**config.mk**
```make
export PLATFORM = sky130hd
export DESIGN_NAME = sink_top
export DESIGN_NICKNAME = d
export VERILOG_FILES = /design/src/hdl/sink_pkg.sv /design/src/hdl/sink_addressgen.sv /design/src/hdl/sink_apb_regs.sv /design/src/hdl/sink_store_fifo.sv /design/src/hdl/sink_streamer.sv /design/src/hdl/sink_top.sv
export SDC_FILE = /design/constraint.sdc
export NUM_CORES = 1
export LEC_CHECK = 0
export ABC_AREA = 0
export BUFFER_PORTS_ARGS = -buffer_cell sky130_fd_sc_hd__buf_2
export CAP_MARGIN = 20
export CORE_ASPECT_RATIO = 0.75
export CORE_UTILIZATION = 30
export DETAILED_ROUTE_END_ITERATION = 10
export GPL_TIMING_DRIVEN = 0
export PLACE_DENSITY = 0.49
export REMOVE_ABC_BUFFERS = 1
export SLEW_MARGIN = 20
export SYNTH_ARGS = -nofsm -noshare
export SYNTH_HDL_FRONTEND = slang
export SYNTH_HIERARCHICAL = 1
export SYNTH_SLANG_ARGS = --single-unit
```
**constraint.sdc**
```tcl
create_clock -name clk_i -period 7.5 [get_ports clk_i]
set_input_delay 1.5 -clock clk_i [delete_from_list [all_inputs] [get_ports clk_i]]
set_output_delay 1.5 -clock clk_i [all_outputs]
set_load 0.02 [all_outputs]
```
**src/hdl/sink_pkg.sv**
```systemverilog
/*
 * Shared definitions for the store-stream sink.
 * Widths with a meaning, the streamer state encoding and the APB
 * register map. Modules refer to these by scoped name.
 */

`default_nettype none

package sink_pkg;

  typedef logic [31:0] addr_t;     // byte address into memory.
  typedef logic [31:0] data_t;     // one stream / memory word.
  typedef logic [3:0]  strb_t;     // byte enables of one word.
  typedef logic [15:0] count_t;    // word or line count.
  typedef logic [7:0]  apb_addr_t; // apb register offset.

  // streamer fsm states.
  typedef enum logic {
    SINK_IDLE    = 1'b0,
    SINK_WORKING = 1'b1
  } sink_state_e;

  // ********************
  // register map.
  localparam apb_addr_t REG_BASE        = 8'h00;
  localparam apb_addr_t REG_TRANS_SIZE  = 8'h04; // total words.
  localparam apb_addr_t REG_LINE_LEN    = 8'h08; // words per line.
  localparam apb_addr_t REG_LINE_STRIDE = 8'h0C; // bytes between lines.
  localparam apb_addr_t REG_CTRL        = 8'h10; // bit 0 start, write only.
  localparam apb_addr_t REG_STATUS      = 8'h14; // bit 0 busy, 31:16 done count.

endpackage

`default_nettype wire

```
**src/hdl/sink_addressgen.sv**
```systemverilog
/*
 * Two-dimensional store address generator.
 * Counts words inside a line and lines inside the transfer; the output
 * address is base + line * stride + word * 4. enable_i steps one word,
 * clear_i returns to the base address. Total size is tracked by the caller.
 */

`default_nettype none

module sink_addressgen (
  input  wire logic             clk_i,
  input  wire logic             rst_ni,
  input  wire logic             clear_i,       // back to base.
  input  wire logic             enable_i,      // advance one word.
  input  wire sink_pkg::addr_t  base_i,
  input  wire sink_pkg::count_t line_len_i,    // words per line.
  input  wire sink_pkg::addr_t  line_stride_i, // bytes per line step.
  output sink_pkg::addr_t       addr_o
);

  sink_pkg::count_t word_cnt_q; // word index inside current line.
  sink_pkg::count_t line_cnt_q; // line index.
  sink_pkg::count_t word_nxt;
  logic             line_wrap;

  sink_pkg::addr_t  line_off;
  sink_pkg::addr_t  word_off;

  assign word_nxt  = word_cnt_q + 16'd1;
  assign line_wrap = (word_nxt == line_len_i); // last word of the line.

  // ********************
  // counters.
  always_ff @(posedge clk_i or negedge rst_ni) begin
    if (!rst_ni) begin
      word_cnt_q <= '0;
      line_cnt_q <= '0;
    end else if (clear_i) begin
      word_cnt_q <= '0;
      line_cnt_q <= '0;
    end else if (enable_i) begin
      if (line_wrap) begin
        word_cnt_q <= '0;                // wrap to next line.
        line_cnt_q <= line_cnt_q + 16'd1;
      end else begin
        word_cnt_q <= word_nxt;
      end
    end
  end

  // ********************
  // address composition.
  // the product of line and stride is kept to 32 bits.
  assign line_off = sink_pkg::addr_t'(line_cnt_q) * line_stride_i;
  assign word_off = sink_pkg::addr_t'(word_cnt_q) << 2; // 4 bytes per word.
  assign addr_o   = base_i + line_off + word_off;

endmodule

`default_nettype wire

```
**src/hdl/sink_apb_regs.sv**
```systemverilog
/*
 * APB register file of the sink.
 * Holds the address pattern configuration, turns a CTRL write into a
 * one-cycle start pulse and reports busy plus a count of finished
 * transfers in STATUS. No wait states.
 */

`default_nettype none

module sink_apb_regs (
  input  wire logic                clk_i,
  input  wire logic                rst_ni,
  input  wire logic                psel_i,
  input  wire logic                penable_i,
  input  wire logic                pwrite_i,
  input  wire sink_pkg::apb_addr_t paddr_i,
  input  wire sink_pkg::data_t     pwdata_i,
  input  wire logic                busy_i,
  input  wire logic                done_i,
  output sink_pkg::data_t          prdata_o,
  output logic                     pready_o,
  output logic                     pslverr_o,
  output sink_pkg::addr_t          base_o,
  output sink_pkg::count_t         trans_size_o,
  output sink_pkg::count_t         line_len_o,
  output sink_pkg::addr_t          line_stride_o,
  output logic                     start_o
);

  logic             access;   // apb access phase.
  logic             mapped;
  sink_pkg::count_t done_cnt_q;

  assign access   = psel_i & penable_i;
  assign pready_o = 1'b1;

  // ********************
  // read decode.
  always_comb begin
    mapped   = 1'b1;
    prdata_o = '0;
    case (paddr_i)
      sink_pkg::REG_BASE:        prdata_o = base_o;
      sink_pkg::REG_TRANS_SIZE:  prdata_o = {16'h0, trans_size_o};
      sink_pkg::REG_LINE_LEN:    prdata_o = {16'h0, line_len_o};
      sink_pkg::REG_LINE_STRIDE: prdata_o = line_stride_o;
      sink_pkg::REG_CTRL:        prdata_o = '0; // start is write only.
      sink_pkg::REG_STATUS:      prdata_o = {done_cnt_q, 15'h0, busy_i};
      default:                   mapped   = 1'b0;
    endcase
  end

  assign pslverr_o = access & ~mapped;

  // ********************
  // write side.
  always_ff @(posedge clk_i or negedge rst_ni) begin
    if (!rst_ni) begin
      base_o        <= '0;
      trans_size_o  <= '0;
      line_len_o    <= '0;
      line_stride_o <= '0;
      start_o       <= 1'b0;
    end else begin
      start_o <= access & pwrite_i & (paddr_i == sink_pkg::REG_CTRL) & pwdata_i[0];
      if (access && pwrite_i) begin
        case (paddr_i)
          sink_pkg::REG_BASE:        base_o        <= pwdata_i;
          sink_pkg::REG_TRANS_SIZE:  trans_size_o  <= pwdata_i[15:0];
          sink_pkg::REG_LINE_LEN:    line_len_o    <= pwdata_i[15:0];
          sink_pkg::REG_LINE_STRIDE: line_stride_o <= pwdata_i;
          default: ;                 // status and ctrl hold no config.
        endcase
      end
    end
  end

  // completed transfers.
  always_ff @(posedge clk_i or negedge rst_ni) begin
    if (!rst_ni)
      done_cnt_q <= '0;
    else if (done_i)
      done_cnt_q <= done_cnt_q + 16'd1;
  end

  assert property (@(posedge clk_i) disable iff (!rst_ni) penable_i |-> psel_i)
    else $error("apb penable without psel.");

endmodule

`default_nettype wire

```
**src/hdl/sink_store_fifo.sv**
```systemverilog
/*
 * Store FIFO between the streamer and the memory port.
 * Holds address, data and strobe per entry. The head entry drives the
 * request/grant store port while the FIFO is not empty; a grant pops it.
 */

`default_nettype none

module sink_store_fifo #(
  parameter int unsigned STORE_FIFO_DEPTH = 4 // at least 2.
) (
  input  wire logic            clk_i,
  input  wire logic            rst_ni,
  input  wire logic            push_i,
  input  wire sink_pkg::addr_t addr_i,
  input  wire sink_pkg::data_t data_i,
  input  wire sink_pkg::strb_t strb_i,
  input  wire logic            mem_gnt_i,
  output logic                 full_o,
  output logic                 empty_o,
  output logic                 mem_req_o,
  output sink_pkg::addr_t      mem_addr_o,
  output sink_pkg::data_t      mem_data_o,
  output sink_pkg::strb_t      mem_be_o
);

  localparam int unsigned PTR_W = $clog2(STORE_FIFO_DEPTH);
  localparam int unsigned CNT_W = $clog2(STORE_FIFO_DEPTH + 1);

  sink_pkg::addr_t addr_mem [STORE_FIFO_DEPTH]; // payload storage.
  sink_pkg::data_t data_mem [STORE_FIFO_DEPTH];
  sink_pkg::strb_t strb_mem [STORE_FIFO_DEPTH];

  logic [PTR_W-1:0] wr_ptr_q, rd_ptr_q;
  logic [CNT_W-1:0] cnt_q;
  logic             pop;

  assign empty_o = (cnt_q == '0);
  assign full_o  = (cnt_q == CNT_W'(STORE_FIFO_DEPTH));
  assign pop     = mem_req_o & mem_gnt_i;

  // ********************
  // pointers and fill level.
  always_ff @(posedge clk_i or negedge rst_ni) begin
    if (!rst_ni) begin
      wr_ptr_q <= '0;
      rd_ptr_q <= '0;
      cnt_q    <= '0;
    end else begin
      if (push_i) // wrap at depth, which need not be a power of two.
        wr_ptr_q <= (wr_ptr_q == PTR_W'(STORE_FIFO_DEPTH - 1)) ? '0 : wr_ptr_q + 1'b1;
      if (pop)
        rd_ptr_q <= (rd_ptr_q == PTR_W'(STORE_FIFO_DEPTH - 1)) ? '0 : rd_ptr_q + 1'b1;
      if (push_i && !pop)
        cnt_q <= cnt_q + 1'b1;
      else if (pop && !push_i)
        cnt_q <= cnt_q - 1'b1;
    end
  end

  always_ff @(posedge clk_i) begin
    if (push_i) begin
      addr_mem[wr_ptr_q] <= addr_i;
      data_mem[wr_ptr_q] <= data_i;
      strb_mem[wr_ptr_q] <= strb_i;
    end
  end

  // head of queue drives the store port.
  assign mem_req_o  = ~empty_o;
  assign mem_addr_o = addr_mem[rd_ptr_q];
  assign mem_data_o = data_mem[rd_ptr_q];
  assign mem_be_o   = strb_mem[rd_ptr_q];

  assert property (@(posedge clk_i) disable iff (!rst_ni) !(push_i && full_o))
    else $error("store fifo pushed while full.");

  // request must hold its payload until granted.
  assert property (@(posedge clk_i) disable iff (!rst_ni)
    mem_req_o && !mem_gnt_i |=> mem_req_o && $stable(mem_addr_o)
      && $stable(mem_data_o) && $stable(mem_be_o))
    else $error("store request changed before grant.");

endmodule

`default_nettype wire

```
**src/hdl/sink_streamer.sv**
```systemverilog
/*
 * Sink streamer.
 * An idle/working FSM accepts stream beats, pairs each with the next
 * generated address and pushes it into the store FIFO. After the last
 * beat it waits for the FIFO to drain, pulses done and returns to idle.
 */

`default_nettype none

module sink_streamer #(
  parameter int unsigned STORE_FIFO_DEPTH = 4
) (
  input  wire logic             clk_i,
  input  wire logic             rst_ni,
  input  wire logic             start_i,
  input  wire sink_pkg::addr_t  base_i,
  input  wire sink_pkg::count_t trans_size_i,
  input  wire sink_pkg::count_t line_len_i,
  input  wire sink_pkg::addr_t  line_stride_i,
  input  wire logic             stream_valid_i,
  input  wire sink_pkg::data_t  stream_data_i,
  input  wire sink_pkg::strb_t  stream_strb_i,
  input  wire logic             mem_gnt_i,
  output logic                  stream_ready_o,
  output logic                  mem_req_o,
  output sink_pkg::addr_t       mem_addr_o,
  output sink_pkg::data_t       mem_data_o,
  output sink_pkg::strb_t       mem_be_o,
  output logic                  busy_o,
  output logic                  done_o
);

  sink_pkg::sink_state_e state_q, state_d;
  sink_pkg::count_t      beat_cnt_q; // beats accepted so far.
  sink_pkg::addr_t       gen_addr;

  logic fifo_full, fifo_empty;
  logic all_accepted; // every beat of the transfer is in.
  logic beat_fire;

  assign all_accepted   = (beat_cnt_q == trans_size_i);
  assign stream_ready_o = (state_q == sink_pkg::SINK_WORKING) & ~fifo_full & ~all_accepted;
  assign beat_fire      = stream_valid_i & stream_ready_o;
  assign busy_o         = (state_q == sink_pkg::SINK_WORKING);

  // ********************
  // fsm.
  always_comb begin
    state_d = state_q;
    done_o  = 1'b0;
    case (state_q)
      sink_pkg::SINK_IDLE: begin
        if (start_i)
          state_d = sink_pkg::SINK_WORKING;
      end
      sink_pkg::SINK_WORKING: begin
        if (all_accepted && fifo_empty) begin // all stores drained or size 0.
          done_o  = 1'b1;
          state_d = sink_pkg::SINK_IDLE;
        end
      end
      default: state_d = sink_pkg::SINK_IDLE;
    endcase
  end

  always_ff @(posedge clk_i or negedge rst_ni) begin
    if (!rst_ni) begin
      state_q    <= sink_pkg::SINK_IDLE;
      beat_cnt_q <= '0;
    end else begin
      state_q <= state_d;
      if (done_o)
        beat_cnt_q <= '0;          // ready for next transfer.
      else if (beat_fire)
        beat_cnt_q <= beat_cnt_q + 16'd1;
    end
  end

  sink_addressgen u_addressgen (
    .clk_i         ( clk_i         ),
    .rst_ni        ( rst_ni        ),
    .clear_i       ( done_o        ), // rewind at end of transfer.
    .enable_i      ( beat_fire     ),
    .base_i        ( base_i        ),
    .line_len_i    ( line_len_i    ),
    .line_stride_i ( line_stride_i ),
    .addr_o        ( gen_addr      )
  );

  sink_store_fifo #(
    .STORE_FIFO_DEPTH ( STORE_FIFO_DEPTH )
  ) u_store_fifo (
    .clk_i      ( clk_i         ),
    .rst_ni     ( rst_ni        ),
    .push_i     ( beat_fire     ),
    .addr_i     ( gen_addr      ),
    .data_i     ( stream_data_i ),
    .strb_i     ( stream_strb_i ),
    .mem_gnt_i  ( mem_gnt_i     ),
    .full_o     ( fifo_full     ),
    .empty_o    ( fifo_empty    ),
    .mem_req_o  ( mem_req_o     ),
    .mem_addr_o ( mem_addr_o    ),
    .mem_data_o ( mem_data_o    ),
    .mem_be_o   ( mem_be_o      )
  );

endmodule

`default_nettype wire

```
**src/hdl/sink_top.sv**
```systemverilog
/*
 * Top of the store-stream sink.
 * APB configuration registers feeding the sink streamer, which
 * writes the incoming stream to memory through the store port.
 */

`default_nettype none

module sink_top #(
  parameter int unsigned STORE_FIFO_DEPTH = 4 // store fifo entries.
) (
  input  wire logic                clk_i,
  input  wire logic                rst_ni,
  // apb slave.
  input  wire logic                psel_i,
  input  wire logic                penable_i,
  input  wire logic                pwrite_i,
  input  wire sink_pkg::apb_addr_t paddr_i,
  input  wire sink_pkg::data_t     pwdata_i,
  output sink_pkg::data_t          prdata_o,
  output logic                     pready_o,
  output logic                     pslverr_o,
  // stream in.
  input  wire logic                stream_valid_i,
  input  wire sink_pkg::data_t     stream_data_i,
  input  wire sink_pkg::strb_t     stream_strb_i,
  output logic                     stream_ready_o,
  // store port.
  output logic                     mem_req_o,
  output sink_pkg::addr_t          mem_addr_o,
  output sink_pkg::data_t          mem_data_o,
  output sink_pkg::strb_t          mem_be_o,
  input  wire logic                mem_gnt_i
);

  sink_pkg::addr_t  base, line_stride;
  sink_pkg::count_t trans_size, line_len;
  logic             start, busy, done;

  sink_apb_regs u_regs (
    .clk_i, .rst_ni, .psel_i, .penable_i, .pwrite_i, .paddr_i, .pwdata_i,
    .busy_i        ( busy        ),
    .done_i        ( done        ),
    .prdata_o, .pready_o, .pslverr_o,
    .base_o        ( base        ),
    .trans_size_o  ( trans_size  ),
    .line_len_o    ( line_len    ),
    .line_stride_o ( line_stride ),
    .start_o       ( start       )
  );

  sink_streamer #(
    .STORE_FIFO_DEPTH ( STORE_FIFO_DEPTH )
  ) u_streamer (
    .clk_i, .rst_ni,
    .start_i       ( start       ),
    .base_i        ( base        ),
    .trans_size_i  ( trans_size  ),
    .line_len_i    ( line_len    ),
    .line_stride_i ( line_stride ),
    .stream_valid_i, .stream_data_i, .stream_strb_i, .mem_gnt_i,
    .stream_ready_o, .mem_req_o, .mem_addr_o, .mem_data_o, .mem_be_o,
    .busy_o        ( busy        ),
    .done_o        ( done        )
  );

endmodule

`default_nettype wire

```
==> results of run 1 <==
## registers in the layout (all words and copies together) (netlist names), 16 cells and up
name,flops
u_streamer/beat_cnt_q,16
u_regs/line_stride_o,32
u_streamer/u_addressgen/line_cnt_q,16
u_regs/done_cnt_q,16
u_streamer/u_store_fifo/strb_mem,16
u_regs/base_o,32
u_regs/line_len_o,16
u_regs/trans_size_o,16
u_streamer/u_addressgen/word_cnt_q,16
u_streamer/u_store_fifo/addr_mem,128
u_streamer/u_store_fifo/data_mem,128
## how the worst min path moves through the flow
stage                             startpoint                          end  slack, ps  depth (start not counted)
floorplan           u_regs/start_o$_DFF_PN0_  u_streamer/busy_o$_DFF_PN0_        440                          2
global placement    u_regs/start_o$_DFF_PN0_  u_streamer/busy_o$_DFF_PN0_        450                          2
CTS                 u_regs/start_o$_DFF_PN0_  u_streamer/busy_o$_DFF_PN0_        470                          2
detailed placement  u_regs/start_o$_DFF_PN0_  u_streamer/busy_o$_DFF_PN0_        450                          2
global route        u_regs/start_o$_DFF_PN0_  u_streamer/busy_o$_DFF_PN0_        480                          2
finish              u_regs/start_o$_DFF_PN0_  u_streamer/busy_o$_DFF_PN0_        470                          2
## kinds of logic after synthesis
group                    after synthesis  synth area share
flip-flops                           441             0.390
adder cells (fa/ha/maj)              442             0.257
buffers and inverters                591            0.0750
AND/OR/NAND/NOR                      688             0.112
other                                  1          0.000118
XOR/XNOR                             124            0.0342
multiplexers                         188            0.0965
AO/OA/AOI/OAI                        171            0.0360
## cell usage in the layout (no fill, tap or decap), types with 17 or more instances in the layout
cell       instances
a21oi_1           31
and2_1           156
and3_1            21
buf_2            184
clkbuf_16         51
dfrtp_1          155
edfxtp_1         272
fa_1             350
ha_1              92
inv_1            466
mux2_2            99
mux4_2            84
nand2_1          290
nand3_1           31
nand4_1           34
nor2_1            56
nor4_1            17
o21ai_0           32
xnor2_1           80
xor2_1            44
## per-stage QoR
step / TNS, ps / cell area [sq um] / utilization / setup slack, ps / instances
after detailed placement: 0 / 34400 / 0.327 / 164 / 4149
after global routing: 0 / 36100 / 0.344 / 179 / 4241
after global placement: -3130 / 33900 / 0.322 / -476 / 4123
after floorplan: 0 / 31200 / - / 1240 / 2521
final: 0 / 36100 / 0.344 / 570 / 4242
after CTS: 0 / 36100 / 0.344 / 198 / 4241
## power by group through the flow
stage	logic, mW	clock network, mW	registers (mW)
floorplan	0.714	0	2.81
global placement	1.10	0	2.92
detailed placement	1.19	0	2.79
CTS	1.19	2.64	2.74
global route	1.25	2.73	2.75
finish	1.15	2.54	2.73
## per-layer routing
metal	track usage	wire length, um
met1	0.234	40700
met2	0.228	34600
met3	0.0286	4410
met4	0.0274	1200
met5	0	34
## layout make-up
class                           count  share of cell area
Clock inverter                     29             0.00980
Antenna cell                        1           0.0000692
Inverter                          466              0.0484
Sequential cell                   441               0.344
Tap cell                         1417              0.0491
Timing Repair Buffer              211              0.0401
Multi-Input combinational cell   1614               0.472
Clock buffer                       63              0.0371
## worst register-to-register path: cells and delay by family, from the launching register on
kind / cells / cell delay (ps)
fa+ha+maj: 7 / 3370
buf+inv: 3 / 160
compound gates: 6 / 1860
simple gates: 3 / 590
flops: 1 / 700
==> run summary, run 1 <==
status: finished, final reports clean
post-synth top area share: 0.257
final worst-path cycle share: 0.924
Core Area: 0.105 sq mm
Rel. slew slack: 0.341
Seq. cell area: 0.0124 sq mm
synth unique cells: 72
Via-to-Cell Ratio: 4.62
Post-Synthesis Cells: 2646
Critical R2R Capture: u_streamer/u_store_fifo/addr_mem[1][24]$_DFFE_PP_
Worst-Skew Late Latency: 620 ps
Switching Fraction: 0.281
setup violators final: 0
crit end category: flop
Die X: 378 um
Post-Route WL: 80900 um
max incr delay on CP: 700 ps
worst-margin pin slew: 985 ps
Yosys top cell by area: edfxtp_1
Yosys reg bits: 441
Routed Antenna Nets: 0
Bufs on Longest Clock Path: 3
Max Cap Viol: 0
GR Overflow Total: 0
Reg clk slew, reported paths: 60 ps
Post-synth EDFFs: 272
multi-input logic area: 0.0171 sq mm
PwrDens: 178 mW/mm^2
# DRC: 0
Max Slew Vio Count: 0
critical path's slowest cell: dfrtp_2
CTS tree: yes
crit path cell chain: and2_1, fa_1, inv_1, fa_1, fa_1, fa_1, inv_1, fa_1, fa_1, ha_1, inv_1, o31ai_1, o311a_1, nand4_1, a21oi_1, o211ai_1, a21boi_0, nor4_1, a311o_1
synth cell count leaders: inv_1 (466), fa_1 (350), nand2_1 (290)
Total GRT Usage: 0.154
Syn Area/Cell: 12.0 sq um
vias in the first global route: 20700
sequential-to-total area share from yosys stat: 0.390
row count: 103
Final GP Congestion: 0.815
RR Startpoint: u_streamer/u_addressgen/line_cnt_q[4]$_DFFE_PN0P_
I/O pin total: 187
Post-CTS Setup Bufs: 0
CP Capture Point: u_streamer/u_store_fifo/addr_mem[1][24]$_DFFE_PP_
Die Area: 0.107 sq mm
Pleak: 15.5 nW
Worst Skew: 33.0 ps
Critical Path Most Common Cell: fa_1
main flop type after synthesis: edfxtp_1
Tmin final: 6930 ps
Layout Nets: 3309
WHS: 466 ps
R2R depth: 19
Synth area leaders: edfxtp_1 (26%), fa_1 (22%), dfrtp_1 (13%)
CTS root buf: clkbuf_16
Max Freq: 144 MHz
Initial Util: 0.302
Port Buffers: 185
CTS resizes: 0
clock network power share: 0.396
RSZ-0062 raised after global routing: false
R2R setup slack: 570 ps
HPWL Detailed: 59800 um
largest net degree at the start of global routing: 80
Worst EP required: 7850 ps
Seq pwr share: 0.425
Setup CP Type: reg -> reg
Worst VDD drop: 157 uV
Design Power: 6.43 mW
Post-CTS Hold Buffers: 0
combinational fraction of design power: 0.179
Yosys warning count: 6
Worst Path Buf+Inv: 3
crit path from: u_streamer/u_addressgen/line_cnt_q[4]$_DFFE_PN0P_
global-route wire length before repair: 128000 um
most frequent cell after synthesis: inv_1
Chip Height: 284 um
asr flop ratio synth: 0.383
Int Pwr: 4.63 mW
area of the mapped netlist: 0.0318 sq mm
critical path peak fanout: 31
crit start category: flop
vias post-DR: 19600
HP Class: reg -> reg
share of cells above drive strength 1: 0.186
P_sw: 1.80 mW
crit-path leading delay family: adder cells
initial drt markers: 1050
CTS HTree Levels: 2
final hold vios: 0
filler instances: 10600
Area Overhead vs Synth: 13.7%
Worst path depth: 19
initial antenna violation count: 3
Sink Count: 441
Initial DRT Pass Iterations: 5
Critical Path AT: 7280 ps
Num CTS Buffers: 50
Routed wire per std cell: 19.1 um
Note: power is estimated with default switching activity, not from simulation.
==> inputs of run 2 (changes only) <==
- MAX_ROUTING_LAYER: unset -> met4
- clock period: 7.5 -> 8.57 ns (I/O delays scaled with it)
==> run 2 against run 1 <==
Effect of this change:
- clock power shrank 13%
- largest power group unchanged
- setup slack gained 780 ps
- critical path type unchanged
- via count shrank 0.13%
- sequential cell count is the same
- wire length is essentially flat
- sequential power shrank 12%
- critical endpoint is now u_streamer/u_store_fifo/addr_mem[1][31]$_DFFE_PP_
==> run summary, run 2 (synthesized netlist as in run 1, its figures left out) <==
worst-margin pin slew: 970 ps
Max Cap Viol: 0
Final GP Congestion: 0.828
Area Overhead vs Synth: 13.6%
P_sw: 1.58 mW
HP Class: reg -> reg
Post-Route WL: 80800 um
final worst slack: 1350 ps
Pleak: 15.5 nW
CTS root buf: clkbuf_16
Setup CP Type: reg -> reg
Core Area: 0.105 sq mm
Switching Fraction: 0.280
PwrDens: 156 mW/mm^2
R2R depth: 20
clock network power share: 0.395
Worst EP required: 8970 ps
Layout Nets: 3309
crit start category: flop
CP Capture Point: u_streamer/u_store_fifo/addr_mem[1][31]$_DFFE_PP_
biggest regs: u_streamer/u_store_fifo/addr_mem (128), u_streamer/u_store_fifo/data_mem (128)
final hold vios: 0
final core utilization: 0.344
Initial DRT Pass Iterations: 7
WHS: 468 ps
Sink Count: 441
initial antenna violation count: 3
Tmin final: 7220 ps
crit end category: flop
crit path from: u_regs/line_stride_o[15]$_DFFE_PN0P_
Setup TNS: 0 ps
most common cell after layout, fill and taps aside: inv_1
Critical Path AT: 7620 ps
# DRC: 0
Critical R2R Capture: u_streamer/u_store_fifo/addr_mem[1][31]$_DFFE_PP_
Rel. slew slack: 0.353
Post-CTS Hold Buffers: 0
post-layout instance area: 0.0361 sq mm
Max Slew Vio Count: 0
Worst Skew: 29.9 ps
Die X: 378 um
global-route wire length before repair: 128000 um
RSZ-0062 raised after global routing: false
Worst VDD drop: 137 uV
placed cell areas: 0.0344 sq mm
HPWL Detailed: 59800 um
vias in the first global route: 20700
Design Power: 5.63 mW
CTS HTree Levels: 2
CTS tree: yes
Worst-Skew Late Latency: 620 ps
most frequent cells in the layout: inv_1 (466), fa_1 (350), nand2_1 (290), edfxtp_1 (272), buf_2 (184)
Chip Height: 284 um
Die Area: 0.107 sq mm
Max Freq: 139 MHz
I/O pin total: 187
critical path peak fanout: 18
R2R setup slack: 1350 ps
initial drt markers: 1104
dpl ws: 1230 ps
combinational fraction of design power: 0.179
largest net degree at the start of global routing: 80
Post-CTS Setup Bufs: 0
Port Buffers: 185
Int Pwr: 4.05 mW
Inst Count DP: 4149
CTS resizes: 0
Total GRT Usage: 0.159
Num CTS Buffers: 50
Reg clk slew, reported paths: 60 ps
row count: 103
Routed Antenna Nets: 0
Via-to-Cell Ratio: 4.61
Initial Util: 0.302
Bufs on Longest Clock Path: 3
final worst-path cycle share: 0.842
vias post-DR: 19600
GR Overflow Total: 0
Routed wire per std cell: 19.0 um
share of cells above drive strength 1: 0.183
setup violators final: 0
status: finished, final reports clean
Seq pwr share: 0.425
Non-Filler Instances: 4244
RR Startpoint: u_regs/line_stride_o[15]$_DFFE_PN0P_
[run 2: worst min-delay path by stage]
stage | start | to | slack [ps] | cells past startpoint
after floorplan | u_regs/start_o$_DFF_PN0_ | u_streamer/busy_o$_DFF_PN0_ | 440 | 2
after global placement | u_regs/start_o$_DFF_PN0_ | u_streamer/busy_o$_DFF_PN0_ | 450 | 2
after detailed placement | u_regs/start_o$_DFF_PN0_ | u_streamer/busy_o$_DFF_PN0_ | 450 | 2
after CTS | u_regs/start_o$_DFF_PN0_ | u_streamer/busy_o$_DFF_PN0_ | 470 | 2
after global routing | u_regs/start_o$_DFF_PN0_ | u_streamer/busy_o$_DFF_PN0_ | 480 | 2
final | u_regs/start_o$_DFF_PN0_ | u_streamer/busy_o$_DFF_PN0_ | 470 | 2
[run 2: layer usage]
layer / global-route usage / vias to the layer above / part of all wire
met5: - / - / 0
met4: 0.0272 / 0 / 0.014
met3: 0.0267 / 81 / 0.054
met2: 0.229 / 439 / 0.43
met1: 0.235 / 10100 / 0.51
li1: - / 8982 / -
[run 2: final cells by class]
class | instances | area (sq um)
clock inverter | 29 | 354
tap | 1417 | 1770
sequential | 441 | 12400
fill | 10600 | 69000
timing repair buffer | 211 | 1450
inverter | 466 | 1750
antenna | 3 | 7.51
clock buffer | 63 | 1340
multi-input combinational | 1614 | 17000
[run 2: power groups by stage]
stage                     Combinational, mW  Clock (mW)  Sequential (mW)
after global placement                0.961           0             2.56
after global routing                   1.09        2.39             2.40
after floorplan                       0.625           0             2.46
after detailed placement               1.04           0             2.44
final                                  1.01        2.22             2.39
after CTS                              1.04        2.31             2.40
[run 2: worst max-delay path: stages (launching register included)]
cell     delay, ps
dfrtp_1        850
nand2_1        180
fa_1           540
fa_1           550
inv_1           50
fa_1           550
fa_1           520
fa_1           480
inv_1           50
fa_1           470
inv_1           40
ha_1           350
a21o_1         200
a21o_1         170
a21oi_1        180
o21ai_0        110
a21oi_1        410
nor2_1         160
o41ai_1        590
o21ai_0        220
xnor2_1        340
==> inputs of run 3 (changes only) <==
- PLACE_DENSITY: 0.49 -> 0.51
- clock period: 8.57 -> 5.8 ns (I/O delays scaled with it)
==> run 3 against run 2 <==
Effect of this change:
- the flow now finishes with violations (negative setup slack)
- via count increased by 3.0%
- sequential share of layout area decreased by 1.2 points
- die area unchanged
- global-route usage increased by 0.39 points
- combinational power increased by 57%
- power increased by 43%
- sequential power increased by 46%
- wire length increased by 4.3%
- clock power increased by 35%
- hold slack got worse by 4.4 ps
- utilization increased by 1.6 points
- first-iteration DRC count increased by 20%
- critical endpoint is now u_streamer/u_store_fifo/addr_mem[2][26]$_DFFE_PP_
- highest routed layer unchanged
==> run summary, run 3 (synthesized netlist as in run 1, its figures left out) <==
met1 WL: 41900 um
crit end category: flop
Max Slew Vio Count: 0
Chip Height: 284 um
Die Area: 0.107 sq mm
CTS HTree Levels: 2
Tmin final: 6080 ps
Post-Route WL: 84300 um
HP Class: reg -> reg
status: finished with violations
Rel. slew slack: 0.386
PwrDens: 213 mW/mm^2
Worst-Skew Late Latency: 620 ps
final worst-path cycle share: 1.05
R2R depth: 22
Worst VDD drop: 216 uV
Die X: 378 um
initial drt markers: 1327
Routed Antenna Nets: 0
Reg clk slew, reported paths: 60 ps
Max Cap Viol: 0
end of the worst hold path: u_streamer/busy_o$_DFF_PN0_
Max Freq: 164 MHz
Core Area: 0.105 sq mm
Setup CP Type: reg -> reg
Total GRT Usage: 0.162
final worst slack: -282 ps
GR Overflow Total: 0
row count: 103
Routed wire per std cell: 19.4 um
most frequent cells in the layout: inv_1 (448), fa_1 (337), nand2_1 (286), edfxtp_1 (272), buf_2 (184)
Worst Skew: 19.8 ps
critical path peak fanout: 7
setup violators final: 32
CTS tree: yes
vias in the first global route: 20700
most common cell after layout, fill and taps aside: inv_1
Design Power: 8.05 mW
Cells on Worst Hold Path: 2
global-route wire length before repair: 130000 um
Critical Path AT: 6430 ps
Bufs on Longest Clock Path: 3
Setup TNS: -6680 ps
Area Overhead vs Synth: 18.8%
largest net degree at the start of global routing: 88
initial antenna violation count: 7
met3 WL: 4570 um
failing checks: negative setup slack
HPWL Detailed: 59700 um
Initial Util: 0.302
Pleak: 16.0 nW
Port Buffers: 185
Initial DRT Pass Iterations: 5
vias post-DR: 20200
share of cells above drive strength 1: 0.261
top sig layer: met4
hold path startpoint: u_regs/start_o$_DFF_PN0_
Final GP Congestion: 0.823
RSZ-0062 raised after global routing: true
RR Startpoint: u_streamer/u_addressgen/line_cnt_q[4]$_DFFE_PN0P_
biggest regs: u_streamer/u_store_fifo/addr_mem (128), u_streamer/u_store_fifo/data_mem (128)
R2R setup slack: -280 ps
CTS root buf: clkbuf_16
crit start category: flop
# DRC: 0
Layout Nets: 3415
I/O pin total: 187
Sink Count: 441
final hold vios: 0
Worst EP required: 6150 ps
routed wl met2: 36800 um
Num CTS Buffers: 48
Critical R2R Capture: u_streamer/u_store_fifo/addr_mem[2][26]$_DFFE_PP_
Via-to-Cell Ratio: 4.64
worst-margin pin slew: 916 ps
==> run 3: where the power goes <==
| group | internal [mW] | leakage, nW | switching (mW) |
|---|---|---|---|
| Sequential | 3.38 | 4.75 | 0.0992 |
| Clock | 1.66 | 0.729 | 1.33 |
| Combinational | 0.709 | 10.6 | 0.878 |
==> run 3: repair_timing <==
action,CTS,global route
setup buffers,80,33
gates cloned,1,2
setup endpoints to repair,72,60
hold buffers,0,0
pin swaps,57,68
resized for setup,150,64
==> run 3: routing by layer <==
metal,track usage,vias up
met4,0.0260,0
met1,0.242,10400
met2,0.235,492
met5,-,-
met3,0.0255,71
li1,-,9187
==> run 3: how the worst max path moves through the flow <==
| stage | startpoint | endpoint | slack [ps] | depth (start not counted) |
|---|---|---|---|---|
| 6_report | u_streamer/u_addressgen/line_cnt_q[4]$_DFFE_PN0P_ | u_streamer/u_store_fifo/addr_mem[2][26]$_DFFE_PP_ | -280 | 22 |
| 5_1_grt | u_streamer/u_addressgen/line_cnt_q[5]$_DFFE_PN0P_ | u_streamer/u_store_fifo/addr_mem[1][30]$_DFFE_PP_ | -520 | 23 |
| 4_1_cts | u_regs/line_stride_o[7]$_DFFE_PN0P_ | u_streamer/u_store_fifo/addr_mem[0][24]$_DFFE_PP_ | -280 | 20 |
| 3_5_place_dp | u_streamer/u_addressgen/line_cnt_q[7]$_DFFE_PN0P_ | u_streamer/u_store_fifo/addr_mem[1][31]$_DFFE_PP_ | -1780 | 20 |
| 3_3_place_gp | u_streamer/u_addressgen/line_cnt_q[1]$_DFFE_PN0P_ | u_streamer/u_store_fifo/addr_mem[0][31]$_DFFE_PP_ | -2090 | 20 |
| 2_1_floorplan | u_streamer/u_addressgen/line_cnt_q[1]$_DFFE_PN0P_ | u_streamer/u_store_fifo/addr_mem[0][31]$_DFFE_PP_ | -460 | 20 |
==> run 3: final cells by class <==
type                            count  area (sq um)
Inverter                          466          1750
Fill cell                       10400         67400
Timing Repair Buffer              319          2500
Sequential cell                   441         12500
Multi-Input combinational cell   1614         17700
Antenna cell                        4          10.0
Clock inverter                     25           200
Tap cell                         1417          1770
Clock buffer                       61          1310
==> run 3: critical path, stage by stage, from the launching register on <==
cell and delay, ps:
dfrtp_4 550, buf_8 170, and2_4 160, fa_1 540, inv_2 40, fa_2 520
inv_2 30, ha_2 160, fa_1 500, fa_1 570, fa_1 450, ha_4 310
o21ai_4 70, o31ai_4 280, o311a_4 240, nand4_1 140, a21oi_2 240, o211ai_1 120
buf_4 170, buf_4 130, nand2_2 120, a31oi_4 110, xnor2_2 180
==> run 3: per-stage QoR <==
stage | cell area (sq um) | utilization | std cells | setup WS [ps] | hold WS, ps
2_1_floorplan | 31200 | - | 2521 | -458 | 437
3_3_place_gp | 33900 | 0.322 | 4123 | -2090 | 446
3_5_place_dp | 34400 | 0.327 | 4149 | -1780 | 449
4_1_cts | 37300 | 0.354 | 4315 | -279 | 465
5_1_grt | 37800 | 0.359 | 4346 | -517 | 478
6_report | 37800 | 0.359 | 4347 | -282 | 464
